===== config.mk =====
export PLATFORM = sky130hd
export DESIGN_NAME = seven_seg_flat
export DESIGN_NICKNAME = d
export VERILOG_FILES = /design/src/bus_macros.svh /design/src/bus_pkg.sv /design/src/periph_bus_if.sv /design/src/seven_seg.sv /design/src/flat_wrapper.sv
export SDC_FILE = /design/constraint.sdc
export NUM_CORES = 1
export LEC_CHECK = 0
export BUFFER_PORTS_ARGS = -buffer_cell sky130_fd_sc_hd__buf_4
export CORE_AREA = 5 5 91 93
export DETAILED_ROUTE_END_ITERATION = 7
export DIE_AREA = 0 0 96 98
export MAX_ROUTING_LAYER = met4
export PLACE_DENSITY_LB_ADDON = 0.08
export SKIP_CTS_REPAIR_TIMING = 1
export SLEW_MARGIN = 20
export SYNTH_ARGS = -nofsm -noshare
export SYNTH_HDL_FRONTEND = slang
export SYNTH_SLANG_ARGS = --single-unit

===== constraint.sdc =====
create_clock -name clk -period 3.25 [get_ports clk]
set_clock_uncertainty 0.1 [all_clocks]
set_input_delay 0.65 -clock clk [delete_from_list [all_inputs] [get_ports clk]]
set_output_delay 0.65 -clock clk [all_outputs]
set_load 0.01 [all_outputs]

===== src/bus_macros.svh =====
`ifndef BUS_MACROS_SVH
`define BUS_MACROS_SVH

// RAM covers 0x0000 up to the peripheral window at 0x7FF0
`define RAM_ADDR_BITS 15

// display registers, four byte slots with the last one vacant
`define HEX_BASE 16'h7FF0

// UART data at offset 0 and status at offset 1
`define UART_BASE 16'h7FF8

`define IRQ_BASE 16'h7FFC

// boot ROM occupies the top page, including the CPU vectors
`define ROM_BASE 16'hFF00
`define ROM_ADDR_BITS 8

`define UART_CLKS_PER_BIT 16

`endif


===== src/bus_pkg.sv =====
package bus_pkg;

    // a CPU address
    typedef logic [15:0] addr_t;

    // one byte on the data bus
    typedef logic [7:0] data_t;

    // block chosen by the address decoder
    typedef enum logic [2:0] {
        region_ram  = 3'd0,
        region_rom  = 3'd1,
        region_hex  = 3'd2,
        region_uart = 3'd3,
        region_irq  = 3'd4,
        region_none = 3'd5
    } region_e;

endpackage


===== src/periph_bus_if.sv =====
interface periph_bus_if;
    import bus_pkg::*;

    logic       cs;
    logic       we;
    logic [1:0] reg_addr;
    data_t      wdata;
    data_t      rdata;

    // the decoder side presents the access
    modport host (output cs, we, reg_addr, wdata, input rdata);

    // a peripheral registers rdata on the edge of a read
    modport periph (input cs, we, reg_addr, wdata, output rdata);

endinterface


===== src/seven_seg.sv =====
module seven_seg (
    input  logic        clk,
    input  logic        rst,
    periph_bus_if.periph bus,
    output logic [6:0]  hex0,
    output logic [6:0]  hex1,
    output logic [6:0]  hex2,
    output logic [6:0]  hex3,
    output logic [6:0]  hex4,
    output logic [6:0]  hex5
);
    import bus_pkg::*;

    data_t digit_reg [3];

    // active-low segments with segment a in bit 0
    function automatic logic [6:0] seg_encode(input logic [3:0] nibble);
        logic [6:0] seg;
        case (nibble)
            4'h0: seg = 7'b1000000;
            4'h1: seg = 7'b1111001;
            4'h2: seg = 7'b0100100;
            4'h3: seg = 7'b0110000;
            4'h4: seg = 7'b0011001;
            4'h5: seg = 7'b0010010;
            4'h6: seg = 7'b0000010;
            4'h7: seg = 7'b1111000;
            4'h8: seg = 7'b0000000;
            4'h9: seg = 7'b0010000;
            4'hA: seg = 7'b0001000;
            4'hB: seg = 7'b0000011;
            4'hC: seg = 7'b1000110;
            4'hD: seg = 7'b0100001;
            4'hE: seg = 7'b0000110;
            default: seg = 7'b0001110;
        endcase
        return seg;
    endfunction

    always_ff @(posedge clk) begin
        if (rst) begin
            for (int i = 0; i < 3; i++) begin
                digit_reg[i] <= '0;
            end
        end else if (bus.cs && bus.we && bus.reg_addr != 2'd3) begin
            digit_reg[bus.reg_addr] <= bus.wdata;
        end
    end

    always_ff @(posedge clk) begin
        if (bus.cs && !bus.we) begin
            bus.rdata <= (bus.reg_addr != 2'd3) ? digit_reg[bus.reg_addr] : '0;
        end
    end

    // low nibble on the even digit, high nibble on the odd one
    assign hex0 = seg_encode(digit_reg[0][3:0]);
    assign hex1 = seg_encode(digit_reg[0][7:4]);
    assign hex2 = seg_encode(digit_reg[1][3:0]);
    assign hex3 = seg_encode(digit_reg[1][7:4]);
    assign hex4 = seg_encode(digit_reg[2][3:0]);
    assign hex5 = seg_encode(digit_reg[2][7:4]);

endmodule


===== src/flat_wrapper.sv =====
// flat-port wrapper written by rule: the top's interface ports become plain ports
module seven_seg_flat import bus_pkg::*;
  (clk, rst, hex0, hex1, hex2, hex3, hex4, hex5, bus_cs, bus_we, bus_reg_addr, bus_wdata, bus_rdata);
  periph_bus_if bus_i ();
  input  logic clk;
  input  logic rst;
  output logic [6:0] hex0;
  output logic [6:0] hex1;
  output logic [6:0] hex2;
  output logic [6:0] hex3;
  output logic [6:0] hex4;
  output logic [6:0] hex5;
  input wire logic [$bits(bus_i.cs)-1:0] bus_cs;
  input wire logic [$bits(bus_i.we)-1:0] bus_we;
  input wire logic [$bits(bus_i.reg_addr)-1:0] bus_reg_addr;
  input wire logic [$bits(bus_i.wdata)-1:0] bus_wdata;
  output wire logic [$bits(bus_i.rdata)-1:0] bus_rdata;
  assign bus_i.cs = bus_cs;
  assign bus_i.we = bus_we;
  assign bus_i.reg_addr = bus_reg_addr;
  assign bus_i.wdata = bus_wdata;
  assign bus_rdata = bus_i.rdata;
  seven_seg u_core (.clk(clk), .rst(rst), .bus(bus_i), .hex0(hex0), .hex1(hex1), .hex2(hex2), .hex3(hex3), .hex4(hex4), .hex5(hex5));
endmodule

==> flow_summary.ini <==
[clocking]
cts_sinks = 32
clk_latency_ns = 0.28
htreeDepth = 2
ctsRootBufferMaster = clkbuf_8
cts_tree = yes
clk_pin_slew_ns = 0.06
clockBufferDepth = 2
cts_made_buffers = 5

[setup_path]
path_class = register to output port
worstSetupEndpointType = output port
r2r_cells = 2
cp.required_ns = 2.50
r2r-start = u_core.digit_reg[2][7]$_SDFFCE_PN0P_
crit_path_max_fanout = 7
start_kind = register
cp.arrival_ns = 1.85
r2r-end = u_core.bus.rdata[7]$_SDFFCE_PP0P_
r2r_slack_ns = 1.79

[die]
ios = 64
core_area_mm2 = 0.00745
fp.dieArea_mm2 = 0.00941
core.rowCount = 32
dieHeight_um = 98
start_util_pct = 39.3
die_w_um = 96

[power]
switching_share_pct = 31.2
combPwrFrac_pct = 29.7
clkPwrFrac_pct = 24.3
seqPwrFrac_pct = 46.0
vdd_drop_max_mv = 0.163
p_per_area_mw_per_mm2 = 340
p_int_mw = 0.813
p_leak_nw = 1.54
switchingPower_mw = 0.369

[synth]
yosysWarnings = 0
synth_cells = 317
syn-num-nets = 373
yosysSeqAreaShare_pct = 32.8
synth_edf_count = 32
syn_area_per_cell_um2 = 9.23
synthArstFlopShare_pct = 0
synth-main-ff-cell = edfxtp_1
yosysUniqueCellTypes = 36
ys_ff_latch = 32
synth_area_mm2 = 0.00293

[placement]
dpl_cell_area_mm2 = 0.00339
dp_hpwl_mm = 5.15
place.gp.congestion = 0.784
port_buffers = 63

[min_path]
min-delay-start = bus_wdata[2]
holdPathEnd = u_core.digit_reg[2][2]$_SDFFCE_PN0P_
whs_path_depth = 3
hold_class = input port to register

[global_route]
grt_pass1_vias = 2176
grt_max_degree = 19
grt-ovfl-total = 0
antenna_found_initial = 0
grt_pass1_wl_mm = 10.7
grt_usage_pct = 14.8

[drt]
firstDrtPassIters = 6
wire_per_inst_um = 14.2
drtIter0Drc = 83
wl_mm = 6.67
vias_per_cell = 4.94
drcViolationCount = 0
drtAntennaViolNets = 0
vias = 2324

[timing]
min_period_ns = 2.60
fmax_ghz = 0.385
period_share_pct = 79.9
relSlewSlack_pct = 53.2
rsz0062_at_grt = false
drv_slew = 0
fin_tns_setup_ns = 0
finalSetupViolCount = 0
final_hold_viol_count = 0
worst_slew_pin_slew_ns = 0.700

[finish]
num_antenna_cells = 0
drive_gt1_share_pct = 22.6
nNetsFinal = 423
fin_util_pct = 46.7
largest_reg_flops = 24
syn_to_final_growth_pct = 18.8
fin_area_mm2 = 0.00347

[run]
max_cap_violations = 0

[run_status]
status = complete, no violations
-- power groups by stage --
| stage | logic (mW) | registers (mW) | clock network [mW] |
|---|---|---|---|
| after floorplan | 0.245 | 0.517 | 0 |
| after global placement | 0.354 | 0.553 | 0 |
| after detailed placement | 0.355 | 0.553 | 0 |
| after CTS | 0.357 | 0.545 | 0.290 |
| after global routing | 0.392 | 0.553 | 0.309 |
| final | 0.351 | 0.544 | 0.287 |
-- metrics by stage --
stage / hold WS, ns / instances / total power, mW / setup slack (ns)
2_1_floorplan: 0.546 / 317 / 0.762 / 1.27
3_3_place_gp: 0.721 / 462 / 0.907 / 0.960
3_5_place_dp: 0.734 / 462 / 0.908 / 0.951
4_1_cts: 0.645 / 470 / 1.19 / 0.641
5_1_grt: 0.678 / 470 / 1.25 / 0.486
6_report: 0.651 / 470 / 1.18 / 0.652
-- cells by family after synthesis --
kind of cell / synth area share (%)
buffers and inverters: 6.54
adders and majority gates: 18.0
AOI/OAI and AO/OA: 15.0
muxes: 11.7
DFF: 32.8
and+or+nand+nor: 15.6
xor gates and xnor gates: 0.299
-- layout by cell type, fill, tap and decap left out, types with 3 or more instances in the layout --
| master | instances |
|---|---|
| o21a_1 | 3 |
| a32o_1 | 4 |
| nand3_1 | 7 |
| clkbuf_8 | 5 |
| mux2_2 | 9 |
| ha_1 | 42 |
| inv_1 | 16 |
| o21ai_0 | 29 |
| nor2_1 | 35 |
| nand2_1 | 42 |
| a21oi_1 | 8 |
| o22ai_1 | 10 |
| mux2i_1 | 20 |
| nor2b_1 | 3 |
| buf_4 | 63 |
| a22o_1 | 4 |
| edfxtp_1 | 32 |
| nand2b_1 | 10 |
-- worst max path at each step --
stage	cells after the start	endpoint	slack [ns]	from
after CTS	6	hex0[3]	0.64	u_core.digit_reg[0][1]$_SDFFCE_PN0P_
final	6	hex0[3]	0.65	u_core.digit_reg[0][1]$_SDFFCE_PN0P_
after floorplan	4	hex2[4]	1.27	u_core.digit_reg[1][0]$_SDFFCE_PN0P_
after global placement	6	hex0[3]	0.96	u_core.digit_reg[0][1]$_SDFFCE_PN0P_
after detailed placement	6	hex0[3]	0.95	u_core.digit_reg[0][1]$_SDFFCE_PN0P_
after global routing	6	hex0[3]	0.49	u_core.digit_reg[0][1]$_SDFFCE_PN0P_
-- per-layer routing --
layer / vias to the layer above / global-route usage (%) / wire length (um)
met5: - / - / 0
met1: 1056 / 19.8 / 3170
met4: 0 / 2.95 / 57
met2: 54 / 23.3 / 3160
li1: 1207 / - / -
met3: 7 / 2.70 / 278
-- critical path, stage by stage (launching register included) --
cell,delay (ns)
edfxtp_1,0.50
inv_1,0.14
ha_1,0.25
or2_2,0.30
a21oi_1,0.15
a31oi_1,0.05
buf_4,0.17
-- cell usage after synthesis, types with 7 or more instances --
library cell,count,area (um^2)
nor2_1,35,131
o22ai_1,10,62.6
mux2i_1,20,200
nand2b_1,10,62.6
mux2_2,9,101
nand3_1,7,35.0
a21oi_1,8,40.0
nand2_1,42,158
ha_1,42,526
edfxtp_1,32,961
o21ai_0,29,145
inv_1,16,60.1
-- layout make-up --
| type | instances | area [um^2] |
|---|---|---|
| clock inverters | 1 | 3.75 |
| multi-input cells | 249 | 1770 |
| fillers | 776 | 3970 |
| flip-flops and latches | 32 | 961 |
| inverters | 16 | 60.1 |
| repair buffers | 63 | 473 |
| well taps | 102 | 128 |
| clock buffers | 7 | 76.3 |
Power figures use the tool's default switching activity.
