===== config.mk =====
export PLATFORM = sky130hd
export DESIGN_NAME = uart_flat
export DESIGN_NICKNAME = d
export VERILOG_FILES = /design/src/bus_pkg.sv /design/src/periph_bus_if.sv /design/src/uart.sv /design/src/flat_wrapper.sv
export VERILOG_INCLUDE_DIRS = /design/src /design/src/src
export SDC_FILE = /design/constraint.sdc
export NUM_CORES = 1
export LEC_CHECK = 0
export ABC_AREA = 0
export BUFFER_PORTS_ARGS = -buffer_cell sky130_fd_sc_hd__buf_2
export CAP_MARGIN = 10
export CORE_ASPECT_RATIO = 0.9
export CORE_UTILIZATION = 49
export DETAILED_ROUTE_END_ITERATION = 10
export PLACE_DENSITY_LB_ADDON = 0.3
export SLEW_MARGIN = 20
export SYNTH_ARGS = -nofsm -noshare
export SYNTH_HDL_FRONTEND = slang
export SYNTH_SLANG_ARGS = --single-unit

===== constraint.sdc =====
create_clock -name clk -period 4.3 [get_ports clk]
set_input_delay 0.215 -clock clk [delete_from_list [all_inputs] [get_ports clk]]
set_output_delay 0.215 -clock clk [all_outputs]
set_load 0.02 [all_outputs]

===== src/bus_macros.svh =====
`ifndef BUS_MACROS_SVH
`define BUS_MACROS_SVH

// RAM covers 0x0000 up to the peripheral window at 0x7FF0
`define RAM_ADDR_BITS 15

// display registers, four byte slots with the last one vacant
`define HEX_BASE 16'h7FF0

// UART data at offset 0 and status at offset 1
`define UART_BASE 16'h7FF8

`define IRQ_BASE 16'h7FFC

// boot ROM occupies the top page, including the CPU vectors
`define ROM_BASE 16'hFF00
`define ROM_ADDR_BITS 8

`define UART_CLKS_PER_BIT 16

`endif


===== src/bus_pkg.sv =====
package bus_pkg;

    // a CPU address
    typedef logic [15:0] addr_t;

    // one byte on the data bus
    typedef logic [7:0] data_t;

    // block chosen by the address decoder
    typedef enum logic [2:0] {
        region_ram  = 3'd0,
        region_rom  = 3'd1,
        region_hex  = 3'd2,
        region_uart = 3'd3,
        region_irq  = 3'd4,
        region_none = 3'd5
    } region_e;

endpackage


===== src/periph_bus_if.sv =====
interface periph_bus_if;
    import bus_pkg::*;

    logic       cs;
    logic       we;
    logic [1:0] reg_addr;
    data_t      wdata;
    data_t      rdata;

    // the decoder side presents the access
    modport host (output cs, we, reg_addr, wdata, input rdata);

    // a peripheral registers rdata on the edge of a read
    modport periph (input cs, we, reg_addr, wdata, output rdata);

endinterface


===== src/uart.sv =====
`include "bus_macros.svh"

module uart (
    input  logic        clk,
    input  logic        rst,
    periph_bus_if.periph bus,
    input  logic        rxd,
    output logic        txd
);
    import bus_pkg::*;

    localparam int clks_per_bit = `UART_CLKS_PER_BIT;
    localparam int cnt_bits     = $clog2(clks_per_bit);
    localparam logic [cnt_bits-1:0] bit_end  = cnt_bits'(clks_per_bit - 1);
    localparam logic [cnt_bits-1:0] bit_half = cnt_bits'(clks_per_bit / 2 - 1);

    typedef enum logic [1:0] {
        rx_idle,
        rx_start,
        rx_data,
        rx_stop
    } rx_state_e;

    logic                tx_busy;
    logic [9:0]          tx_shift;
    logic [cnt_bits-1:0] tx_clk_cnt;
    logic [3:0]          tx_bit_cnt;

    logic                rx_sync1;
    logic                rx_sync2;
    logic                rx_prev;
    rx_state_e           rx_state;
    logic [cnt_bits-1:0] rx_clk_cnt;
    logic [2:0]          rx_bit_cnt;
    data_t               rx_shift;
    data_t               rx_data_reg;
    logic                rx_valid;

    logic data_wr;
    logic data_rd;

    assign data_wr = bus.cs && bus.we && bus.reg_addr == 2'd0;
    assign data_rd = bus.cs && !bus.we && bus.reg_addr == 2'd0;

    // frame is start bit, eight data bits LSB first, stop bit
    always_ff @(posedge clk) begin
        if (rst) begin
            tx_busy    <= 1'b0;
            tx_shift   <= '1;
            tx_clk_cnt <= '0;
            tx_bit_cnt <= '0;
        end else if (!tx_busy) begin
            if (data_wr) begin
                tx_busy    <= 1'b1;
                tx_shift   <= {1'b1, bus.wdata, 1'b0};
                tx_clk_cnt <= '0;
                tx_bit_cnt <= '0;
            end
        end else if (tx_clk_cnt == bit_end) begin
            tx_clk_cnt <= '0;
            tx_shift   <= {1'b1, tx_shift[9:1]};
            tx_bit_cnt <= tx_bit_cnt + 4'd1;
            if (tx_bit_cnt == 4'd9) begin
                tx_busy <= 1'b0;
            end
        end else begin
            tx_clk_cnt <= tx_clk_cnt + 1'b1;
        end
    end

    assign txd = tx_busy ? tx_shift[0] : 1'b1;

    always_ff @(posedge clk) begin
        if (rst) begin
            rx_sync1 <= 1'b1;
            rx_sync2 <= 1'b1;
            rx_prev  <= 1'b1;
        end else begin
            rx_sync1 <= rxd;
            rx_sync2 <= rx_sync1;
            rx_prev  <= rx_sync2;
        end
    end

    always_ff @(posedge clk) begin
        if (rst) begin
            rx_state   <= rx_idle;
            rx_clk_cnt <= '0;
            rx_bit_cnt <= '0;
            rx_valid   <= 1'b0;
        end else begin
            // reading the data register consumes the byte
            if (data_rd) begin
                rx_valid <= 1'b0;
            end
            case (rx_state)
                rx_idle: begin
                    if (rx_prev && !rx_sync2) begin
                        rx_state   <= rx_start;
                        rx_clk_cnt <= '0;
                    end
                end
                rx_start: begin
                    if (rx_clk_cnt == bit_half) begin
                        rx_clk_cnt <= '0;
                        rx_bit_cnt <= '0;
                        // a glitch that is gone by mid-bit is not a start bit
                        rx_state   <= rx_sync2 ? rx_idle : rx_data;
                    end else begin
                        rx_clk_cnt <= rx_clk_cnt + 1'b1;
                    end
                end
                rx_data: begin
                    if (rx_clk_cnt == bit_end) begin
                        rx_clk_cnt <= '0;
                        rx_shift   <= {rx_sync2, rx_shift[7:1]};
                        rx_bit_cnt <= rx_bit_cnt + 3'd1;
                        if (rx_bit_cnt == 3'd7) begin
                            rx_state <= rx_stop;
                        end
                    end else begin
                        rx_clk_cnt <= rx_clk_cnt + 1'b1;
                    end
                end
                default: begin
                    if (rx_clk_cnt == bit_end) begin
                        rx_clk_cnt <= '0;
                        rx_state   <= rx_idle;
                        if (rx_sync2) begin
                            rx_data_reg <= rx_shift;
                            rx_valid    <= 1'b1;
                        end
                    end else begin
                        rx_clk_cnt <= rx_clk_cnt + 1'b1;
                    end
                end
            endcase
        end
    end

    always_ff @(posedge clk) begin
        if (bus.cs && !bus.we) begin
            case (bus.reg_addr)
                2'd0:    bus.rdata <= rx_data_reg;
                2'd1:    bus.rdata <= {6'b0, rx_valid, tx_busy};
                default: bus.rdata <= '0;
            endcase
        end
    end

endmodule


===== src/flat_wrapper.sv =====
// flat-port wrapper written by rule: the top's interface ports become plain ports
module uart_flat import bus_pkg::*;
  (clk, rst, rxd, txd, bus_cs, bus_we, bus_reg_addr, bus_wdata, bus_rdata);
  periph_bus_if bus_i ();
  input  logic clk;
  input  logic rst;
  input  logic rxd;
  output logic txd;
  input wire logic [$bits(bus_i.cs)-1:0] bus_cs;
  input wire logic [$bits(bus_i.we)-1:0] bus_we;
  input wire logic [$bits(bus_i.reg_addr)-1:0] bus_reg_addr;
  input wire logic [$bits(bus_i.wdata)-1:0] bus_wdata;
  output wire logic [$bits(bus_i.rdata)-1:0] bus_rdata;
  assign bus_i.cs = bus_cs;
  assign bus_i.we = bus_we;
  assign bus_i.reg_addr = bus_reg_addr;
  assign bus_i.wdata = bus_wdata;
  assign bus_rdata = bus_i.rdata;
  uart u_core (.clk(clk), .rst(rst), .bus(bus_i), .rxd(rxd), .txd(txd));
endmodule

==> results.toml <==
[yosys]
synth_edf_count = 24
syn_avg_cell_area_um2 = 11.07
synth-seq-cells = 55
synth_commonest_cells = "dfxtp_1, edfxtp_1, nor3_1"
yosys.area.top_type = "edfxtp_1"
syn_inst = 224
synth_cell_type_count = 51
yosysTopAreaCellShare_pct = 29.06
ys.flop_type = "dfxtp_1"
yosysSeqAreaShare_pct = 54.09
syn_area_um2 = 2480
async_flop_share_pct = 0
synthTopCellsByArea = "edfxtp_1, dfxtp_1, ha_1"
synth_warnings = 0
synth.most_common_cell = "dfxtp_1"
syn_nets = 249

[power]
p_per_area_nw_per_um2 = 380.6
leakage_uw = 0.0009870
clkPwrFrac_pct = 28.7
seqPwrFrac_pct = 55.5
p_int_uw = 745.3
switching_share_pct = 27.54
vdd_ir_drop_max_mv = 0.2221
fin_total_pwr_uw = 1029
p_sw_uw = 283.3
comb_power_share_pct = 15.8

[worst_setup_path]
required_ns = 4.48
rr_startpoint = "u_core.tx_busy$_SDFF_PP0_"
arrival_ns = 2.10
cp_max_fo = 27
worstSetupStartpointType = "flip-flop"
crit_type = "flip-flop to flip-flop"
crit_path_start = "u_core.tx_busy$_SDFF_PP0_"
r2r_slack_ns = 2.38
worstSetupEndpointType = "flip-flop"
endpoint = "u_core.tx_bit_cnt[0]$_SDFFE_PP0P_"
reg2reg_depth = 4
rr_endpoint = "u_core.tx_bit_cnt[0]$_SDFFE_PP0P_"

[floorplan]
core-area_um2 = 4865
start_util_pct = 50.98
die_area_um2 = 5350
chipHeight_um = 69.49
num_rows = 24
die_x_um = 76.99
ios = 24

[detailed_routing]
wl_per_cell_um = 12.49
first_iter_violations = 102
firstDrtPassIters = 4
routed_wl_um = 3860
via_count = 1598
drc = 0
vias_per_cell = 5.172
final_antenna_net_count = 0

[sta]
maxSlewHeadroom_pct = 37.13
slew_viol_final = 0
period_minus_slack_ns = 1.923
setup_viol = 0
fmax_ghz = 0.5200
tightest_slew_ns = 0.9418
skew_ns = 0.01359
timing.final.crit_share_pct = 44.72
tns_ns = 0
rsz0062_at_grt = "no"
hold_viol_final = 0

[layout]
largest_register_ffs = 9
fin_cells = 309
stdcell_area_um2 = 2703
syn_to_final_growth_pct = 8.981
fin_nets = 268
final_layout_size_suffix_gt1_share_pct = 19.26
final_util_pct = 55.56
top_register = "u_core.tx_shift"
diodes = 0

[clock_tree]
post_cts_resized = 0
hold_buffers = 0
insertion_delay_ns = 0.31
cts.clk_slew.worst_paths_ns = 0.10
cts_buffers = 5
cts.sinks = 55
cts_tree = "built"
cts_setup_buffers = 0
cts_root_buf = "clkbuf_8"
clock_path_buffers = 2
h-tree-depth = 2

[outcome]
status = "finished, final reports clean"

[run]
cap_viol_max_count = 0

[placed_design]
postPlaceCellArea_um2 = 2606
place_hpwl_um = 2669
gp_congestion = 0.7597
post-place-cells = 301
port-buffer-count = 23

[grt]
antenna_found_initial = 0
grt_max_degree = 43
grt_use_total_pct = 16.63
grt_overflow_total = 0
first_global_vias = 1500
grt_pass1_wl_um = 6969

[worst_hold_path]
hold_path.class = "input port to flip-flop"
## stage by stage
step,hold slack (ns),worst slack (ns)
after floorplan,0.3188,2.783
after global placement,0.3972,2.442
after detailed placement,0.3988,2.387
after CTS,0.07754,2.375
after global routing,0.08032,2.188
final,0.08821,2.377
## final cells by class
cell class                 instances  area, µm²
inverter                           6      22.52
sequential                        55       1341
fill                             438       2162
clock inverter                     3      27.53
multi-input combinational        152       1046
tap                               65      81.33
timing repair buffer              23      115.1
clock buffer                       5      68.82
## power by group through the flow
| stage | registers [µW] | logic, µW | clock network, µW |
|---|---|---|---|
| floorplan | 582 | 136 | 0 |
| global placement | 582 | 162 | 0 |
| detailed placement | 583 | 165 | 0 |
| CTS | 571 | 165 | 305 |
| global route | 574 | 185 | 327 |
| finish | 571 | 163 | 295 |
## worst max-delay path: stages (launching register included)
cell,delay (ns)
dfxtp_1,0.95
nand4_4,0.24
o21ai_2,0.31
mux2_2,0.26
nor2_1,0.03
## logic make-up after synthesis
group / after synthesis / share of synthesized area (%)
AOI/OAI and AO/OA: 46 / 13.22
buffers and inverters: 17 / 3.733
adders and majority gates: 10 / 5.045
xor gates and xnor gates: 4 / 1.413
muxes: 4 / 1.665
DFF: 55 / 54.09
and+or+nand+nor: 88 / 20.84
## cells in the final DEF, fill, tap and decap left out, drive strengths merged, types with 8 or more instances in the layout
master / n
a211oi: 9
a21oi: 16
and2: 8
buf: 23
dfxtp: 31
edfxtp: 24
ha: 10
nand2: 10
nand2b: 8
nor2: 15
nor2b: 11
nor3: 16
## worst min path at each step
| stage | from | endpoint | cells past startpoint |
|---|---|---|---|
| after floorplan | rxd | u_core.rx_sync1$_SDFF_PP1_ | 1 |
| after global placement | u_core.rx_sync1$_SDFF_PP1_ | u_core.rx_sync2$_SDFF_PP1_ | 1 |
| after detailed placement | u_core.rx_sync1$_SDFF_PP1_ | u_core.rx_sync2$_SDFF_PP1_ | 1 |
| after CTS | rxd | u_core.rx_sync1$_SDFF_PP1_ | 2 |
| after global routing | rxd | u_core.rx_sync1$_SDFF_PP1_ | 2 |
| final | rxd | u_core.rx_sync1$_SDFF_PP1_ | 2 |
## per-layer routing
metal	up-vias	track usage [%]	wire length (µm)
met5	-	0	0
met4	0	8.176	76
met3	7	3.553	101
met2	20	26.09	1771
met1	724	21.84	1911
li1	847	-	-
Note: power is estimated with default switching activity, not from simulation.
