`src/bus_macros.svh`:
```
`ifndef BUS_MACROS_SVH
`define BUS_MACROS_SVH

// RAM covers 0x0000 up to the peripheral window at 0x7FF0
`define RAM_ADDR_BITS 15

// display registers, four byte slots with the last one vacant
`define HEX_BASE 16'h7FF0

// UART data at offset 0 and status at offset 1
`define UART_BASE 16'h7FF8

`define IRQ_BASE 16'h7FFC

// boot ROM occupies the top page, including the CPU vectors
`define ROM_BASE 16'hFF00
`define ROM_ADDR_BITS 8

`define UART_CLKS_PER_BIT 16

`endif

```
`src/bus_pkg.sv`:
```
package bus_pkg;

    // a CPU address
    typedef logic [15:0] addr_t;

    // one byte on the data bus
    typedef logic [7:0] data_t;

    // block chosen by the address decoder
    typedef enum logic [2:0] {
        region_ram  = 3'd0,
        region_rom  = 3'd1,
        region_hex  = 3'd2,
        region_uart = 3'd3,
        region_irq  = 3'd4,
        region_none = 3'd5
    } region_e;

endpackage

```
`src/periph_bus_if.sv`:
```
interface periph_bus_if;
    import bus_pkg::*;

    logic       cs;
    logic       we;
    logic [1:0] reg_addr;
    data_t      wdata;
    data_t      rdata;

    // the decoder side presents the access
    modport host (output cs, we, reg_addr, wdata, input rdata);

    // a peripheral registers rdata on the edge of a read
    modport periph (input cs, we, reg_addr, wdata, output rdata);

endinterface

```
`src/irq_ctrl.sv`:
```
module irq_ctrl (
    input  logic        clk,
    input  logic        rst,
    periph_bus_if.periph bus,
    input  logic        button_n,
    output logic        irqb
);
    import bus_pkg::*;

    data_t flags;
    data_t flags_next;

    always_comb begin
        flags_next = flags;
        if (bus.cs && bus.we && bus.reg_addr == 2'd0) begin
            flags_next = flags & bus.wdata;
        end
        // the button set overrides a clear in the same cycle
        if (!button_n) begin
            flags_next[0] = 1'b1;
        end
    end

    always_ff @(posedge clk) begin
        if (rst) begin
            flags <= '0;
        end else begin
            flags <= flags_next;
        end
    end

    always_ff @(posedge clk) begin
        if (bus.cs && !bus.we) begin
            bus.rdata <= (bus.reg_addr == 2'd0) ? flags : '0;
        end
    end

    assign irqb = ~|flags;

endmodule

```
`src/flat_wrapper.sv`:
```
// flat-port wrapper written by rule: the top's interface ports become plain ports
module irq_ctrl_flat import bus_pkg::*;
  (clk, rst, button_n, irqb, bus_cs, bus_we, bus_reg_addr, bus_wdata, bus_rdata);
  periph_bus_if bus_i ();
  input  logic clk;
  input  logic rst;
  input  logic button_n;
  output logic irqb;
  input wire logic [$bits(bus_i.cs)-1:0] bus_cs;
  input wire logic [$bits(bus_i.we)-1:0] bus_we;
  input wire logic [$bits(bus_i.reg_addr)-1:0] bus_reg_addr;
  input wire logic [$bits(bus_i.wdata)-1:0] bus_wdata;
  output wire logic [$bits(bus_i.rdata)-1:0] bus_rdata;
  assign bus_i.cs = bus_cs;
  assign bus_i.we = bus_we;
  assign bus_i.reg_addr = bus_reg_addr;
  assign bus_i.wdata = bus_wdata;
  assign bus_rdata = bus_i.rdata;
  irq_ctrl u_core (.clk(clk), .rst(rst), .bus(bus_i), .button_n(button_n), .irqb(irqb));
endmodule
```
`config.mk`:
```
export PLATFORM = sky130hd
export DESIGN_NAME = irq_ctrl_flat
export DESIGN_NICKNAME = d
export VERILOG_FILES = /design/src/bus_macros.svh /design/src/bus_pkg.sv /design/src/periph_bus_if.sv /design/src/irq_ctrl.sv /design/src/flat_wrapper.sv
export SDC_FILE = /design/constraint.sdc
export NUM_CORES = 1
export LEC_CHECK = 0
export ABC_AREA = 1
export BUFFER_PORTS_ARGS = -buffer_cell sky130_fd_sc_hd__buf_4
export CORE_MARGIN = 3
export CORE_UTILIZATION = 25
export CTS_BUF_LIST = sky130_fd_sc_hd__clkbuf_2
export DETAILED_ROUTE_END_ITERATION = 6
export GPL_ROUTABILITY_DRIVEN = 0
export PLACE_DENSITY = 0.5
export SLEW_MARGIN = 15
export SYNTH_ARGS = -nofsm -noshare
export SYNTH_HDL_FRONTEND = slang
export SYNTH_SLANG_ARGS = --single-unit
export TNS_END_PERCENT = 20
```
`constraint.sdc`:
```
create_clock -name clk -period 0.8 [get_ports clk]
set_input_delay 0.08 -clock clk [delete_from_list [all_inputs] [get_ports clk]]
set_output_delay 0.08 -clock clk [all_outputs]
set_load 0.02 [all_outputs]
```
==> results of run 1 <==
## cells in the mapped netlist (all sizes together)
cell type / number / area [sq um]
inv: 19 / 71.3
nor2: 18 / 75.1
dfxtp: 8 / 160
edfxtp: 8 / 240
o21ai: 7 / 35.0
nand2: 3 / 18.8
nand4: 2 / 12.5
a21oi: 1 / 5.00
buf: 1 / 5.00
nand3: 1 / 5.00
## flip-flops by register name, summed over array words and instances (netlist names)
| name | cells |
|---|---|
| u_core.bus.rdata | 8 |
| u_core.flags | 8 |
## per-stage QoR
step	area, sq um	hold slack, ps	setup TNS [ps]	util, %	instances
floorplan	631	176	-21.6	-	68
finish	1040	151	-1080	45.2	138
global placement	886	265	-20.9	38.6	125
detailed placement	886	270	-36.8	38.6	125
CTS	1020	135	-1310	44.5	138
global route	1040	139	-1770	45.2	138
## layout make-up
| cell class | count | area [sq um] | share of cell area [%] |
|---|---|---|---|
| Clock buffer | 3 | 15.0 | 1.45 |
| Clock inverter | 1 | 3.75 | 0.361 |
| Inverter | 19 | 71.3 | 6.87 |
| Multi-Input combinational cell | 32 | 161 | 15.5 |
| Sequential cell | 16 | 403 | 38.8 |
| Tap cell | 28 | 35.0 | 3.37 |
| Timing Repair Buffer | 39 | 349 | 33.6 |
## timing repair
item	CTS	global route
setup endpoints to repair	9	14
endpoints found under the hold margin	8	0
gates cloned	0	0
pin swaps	1	2
gates resized for setup	9	10
hold buffers	9	0
## placed cells by master (no fill, tap or decap)
master,synthesis,final
o21ai_1,7,7
nor2_4,1,1
nand4_1,2,2
dfxtp_2,0,2
nor2_2,0,4
clkinv_1,0,1
inv_2,0,5
dlygate4sd3_1,0,9
nand3_1,1,1
dfxtp_1,8,6
clkbuf_2,0,3
buf_4,0,21
a21oi_1,1,1
edfxtp_1,8,8
buf_6,0,9
nor2_1,17,13
nand2_4,1,1
inv_1,19,14
nand2_1,2,2
## per-layer routing
layer	part of all wire (%)	wire, um	up-vias	GRT usage, %
met5	0	0	-	0
met4	0	0	0	3.05
met3	8.7	97	0	3.25
met2	49	546	18	13.0
met1	43	477	210	9.27
li1	-	-	291	-
## worst max-delay path: stages (launching register included)
cell and delay [ps]:
dfxtp_1 330, inv_2 60, nand4_1 80, nor2_1 140, buf_4 160
## power by group through the flow
stage / clock [mW] / sequential, mW / combinational (mW)
2_1_floorplan: 0 / 0.914 / 0.0457
3_3_place_gp: 0 / 0.897 / 0.153
3_5_place_dp: 0 / 0.897 / 0.155
4_1_cts: 0.359 / 0.882 / 0.196
5_1_grt: 0.408 / 0.884 / 0.213
6_report: 0.335 / 0.882 / 0.197
## cell families (layout without fill, tap and decap cells)
| logic type | Yosys count | after routing |
|---|---|---|
| AO/OA/AOI/OAI | 8 | 8 |
| buffers and inverters | 20 | 62 |
| flip-flops | 16 | 16 |
| AND/OR/NAND/NOR | 24 | 24 |
## worst max path at each step
| stage | end | slack, ps | cells past startpoint |
|---|---|---|---|
| global placement | irqb | -20 | 4 |
| CTS | irqb | -360 | 4 |
| finish | irqb | -320 | 4 |
| detailed placement | irqb | -40 | 4 |
| floorplan | irqb | -20 | 3 |
| global route | irqb | -450 | 4 |
==> qor.csv, run 1 <==
metric;value;unit
status;complete, but fails checks;
violations;negative setup slack;
cts_buffers;3;
syn_area;628;sq um
synth-simple-area-share;17.7;%
reg2reg_slack;40;ps
finalPower;1.41;mW
path_class;flip-flop to output pin;
remaining_drc_errors;0;
pre_cts_ws;-36.8;ps
whs_endpoint;u_core.flags[0]$_SDFFE_PP0P_;
cts_tree;built;
start_kind;flip-flop;
die_area;3150;sq um
die_h;56.1;um
ys_ff_latch;16;
grt_pass1_wl;1.99;mm
htreeDepth;1;
post_drt_wl_per_cell;8.12;um
ys_types;12;
post-route-min-period;1120;ps
combPwrFrac;13.9;%
grt_max_degree;10;
num_io_pins;24;
swShare;22.3;%
netlist_instances;68;
timing.fmax;890;MHz
setup_slack;-324;ps
power_switching;315;uW
required;720;ps
cts.sinks;16;
ys_seq_area_share;63.7;%
p_int;1.10;mW
final.setup_skew;3.67;ps
grt_usage;7.97;%
drv_slew;0;
nets;126;
drt_iter0_drc;11;
antenna_left;0;
synth_xor_area_share;0;%
ys_warn_count;0;
tightest_slew;201;ps
cts.path.max_buffers;2;
seqPwrFrac;62.4;%
grt-ovfl-total;0;
cap_violations;0;
grt_pass1_vias;492;
synth_nets;83;
rsz0062_at_grt;true;
reg2reg_to;u_core.bus.rdata[4]$_SDFFCE_PP0P_;
r2r_cells;3;
synth_adder_area_share;0;%
post_cts_buffers;0;
vdd_ir_drop_max;583;uV
clk_latency;270;ps
drive_gt1_share;41.8;%
synth_compound_area_share;6.37;%
dr.pass1.iters;4;
initial_utilization;27.3;%
antenna_found_initial;0;
p_leak;0.506;nW
min_path_type;input pin to flip-flop;
via_per_inst;3.76;
syn_avg_cell_area;9.24;sq um
cp-startpoint;u_core.flags[6]$_SDFFE_PP0P_;
clkTransAtPathRegs;140;ps
root_buffer;clkbuf_2;
dpl.hpwl;907;um
crit_fanout;3;
syn_to_final_growth;65.3;%
finalSetupViolations;9;
maxSlewHeadroom;86.6;%
r2r-start;u_core.flags[4]$_SDFFE_PP0P_;
arrival;1040;ps
hp-start;bus_wdata[0];
hold_viol_final;0;
portBuffers;23;
fillers;238;
num_rows;17;
period_share;141;%
core_area;2300;sq um
power_density;1360;nW/um^2
vias;519;
synth_top_family_by_area;simple AND/OR/NAND/NOR gates;
die_w;56.1;um
endpoint_kind;output pin;
antenna_cells;0;
synth_mux_area_share;0;%
hold_depth;5;
clock_power_share;23.7;%
totalWireLength;1.12;mm
No activity file was read; power rests on OpenSTA's default activity.
==> inputs of run 2 (changes only) <==
--- a/config.mk
+++ b/config.mk
@@ -7,7 +7,6 @@
 export LEC_CHECK = 0
 export ABC_AREA = 1
 export BUFFER_PORTS_ARGS = -buffer_cell sky130_fd_sc_hd__buf_4
-export CORE_MARGIN = 3
 export CORE_UTILIZATION = 25
 export CTS_BUF_LIST = sky130_fd_sc_hd__clkbuf_2
 export DETAILED_ROUTE_END_ITERATION = 6
==> qor.csv, run 2 (synthesis gave the netlist of run 1 again) <==
metric;value;unit;change
status;complete, but fails checks;;
violations;negative setup slack;;
nets;127;;+0.79%
cts_buffers;3;;unchanged
grt_pass1_vias;523;;+6.3%
dpl.hpwl;925;um;+1.9%
min_path_type;input pin to flip-flop;;
worstPathBufferInverterCount;2;;unchanged
p_leak;0.509;nW;+0.44%
period_share;143;%;+2.2 points
antenna_cells;0;;unchanged
htreeDepth;1;;unchanged
drt_iter0_drc;7;;-4
path_class;flip-flop to output pin;;
drive_gt1_share;37.8;%;-4.0 points
final_common_cell;buf_4;;
mostFrequentLayoutCells;buf_4 (23), inv_1 (18), nor2_1 (13);;
remaining_drc_errors;0;;unchanged
reg.largest.list;u_core.bus.rdata (8), u_core.flags (8);;
maxSlewHeadroom;86.0;%;-0.59 points
post-route-util;45.3;%;+0.11 points
root_buffer;clkbuf_2;;
post_drt_wl_per_cell;8.69;um;+7.0%
power_density;1390;nW/um^2;+1.7%
slowest_delay;330;ps;about the same
finalSetupViolations;9;;unchanged
clk_latency;300;ps;+30 ps
setup_slack;-342;ps;-17.6 ps
vias;531;;+2.3%
syn_to_final_growth;65.7;%;
drv_slew;0;;unchanged
hold_viol_final;0;;unchanged
required;720;ps;about the same
antenna_left;0;;unchanged
cts_tree;built;;
die_h;52.1;um;-7.1%
slowest_stage;dfxtp_1;;
die_area;2720;sq um;-14%
tightest_slew;210;ps;+8.89 ps
cts.sinks;16;;unchanged
cap_violations;0;;unchanged
start_kind;flip-flop;;
post-route-min-period;1140;ps;+17.6 ps
finalPower;1.44;mW;+2.0%
via_per_inst;3.82;;+1.6%
final.setup_skew;5.10;ps;+1.43 ps
totalWireLength;1.21;mm;+7.8%
die_w;52.1;um;-7.1%
pre_cts_ws;3.33;ps;+40.2 ps
hold_ws;126;ps;-24.4 ps
vdd_ir_drop_max;772;uV;+32%
cts.path.max_buffers;2;;unchanged
grt-ovfl-total;0;;unchanged
grt_pass1_wl;2.14;mm;+7.6%
num_rows;17;;unchanged
num_io_pins;24;;unchanged
cp_top_family;flip-flops;;
setup_tns;-1330;ps;-254 ps
antenna_found_initial;0;;unchanged
arrival;1060;ps;+20 ps
cp_cell_sequence;inv_1 > nand4_1 > nor2_1 > buf_4;;
fillers;217;;-8.8%
clkTransAtPathRegs;150;ps;about the same
core_area;2300;sq um;unchanged
timing.fmax;876;MHz;-1.5%
dr.pass1.iters;2;;-2
rsz0062_at_grt;true;;
endpoint_kind;output pin;;
crit_fanout;2;;-1
initial_utilization;27.3;%;unchanged
post_cts_buffers;0;;unchanged
grt_usage;11.6;%;+3.6 points
portBuffers;23;;unchanged
grt_max_degree;10;;unchanged
[run 2: tightest hold or removal path: stages]
cell and delay [ps]:
buf_4 90, nor2_4 40, nand2_4 100, o21ai_1 60, inv_1 40
[run 2: timing repair]
action | 4_1_cts | 5_1_grt
endpoints found under the hold margin | 8 | 0
gates resized for setup | 5 | 8
hold buffers | 9 | 0
setup endpoints to repair | 9 | 20
[run 2: final timing paths]
kind,start,to,depth (start not counted),slack (ps)
worst max-delay path,u_core.flags[5]$_SDFFE_PP0P_,irqb,4,-340
worst min-delay path,bus_reg_addr[0],u_core.flags[5]$_SDFFE_PP0P_,5,130
worst max register to register,u_core.flags[6]$_SDFFE_PP0P_,u_core.bus.rdata[6]$_SDFFCE_PP0P_,3,40
worst min register to register,u_core.flags[0]$_SDFFE_PP0P_,u_core.flags[0]$_SDFFE_PP0P_,2,480
[run 2: report_power, final]
part | leakage, nW | internal [mW] | total [mW] | switching (mW)
combinational | 0.352 | 0.114 | 0.196 | 0.0819
sequential | 0.143 | 0.874 | 0.881 | 0.00682
clock | 0.0140 | 0.109 | 0.366 | 0.257
[run 2: layout make-up]
class / count / area, sq um / share of cell area [%]
sequential: 16 / 402 / 38.6
timing repair buffer: 40 / 353 / 33.9
multi-input combinational: 32 / 161 / 15.5
inverter: 19 / 71.3 / 6.85
tap: 28 / 35.0 / 3.37
clock buffer: 3 / 15.0 / 1.44
clock inverter: 1 / 3.75 / 0.361
[run 2: through the flow]
| stage | area [sq um] | cells |
|---|---|---|
| 3_5_place_dp | 893 | 126 |
| 4_1_cts | 1020 | 139 |
| 5_1_grt | 1040 | 139 |
| 3_3_place_gp | 893 | 126 |
| 6_report | 1040 | 139 |
| 2_1_floorplan | 631 | 68 |
[run 2: metal layers]
metal / part of all wire, % / GRT usage (%)
met3: 5.1 / 2.63
met2: 44 / 17.5
met5: 0 / 0
met4: 4.7 / 12.2
met1: 46 / 12.7
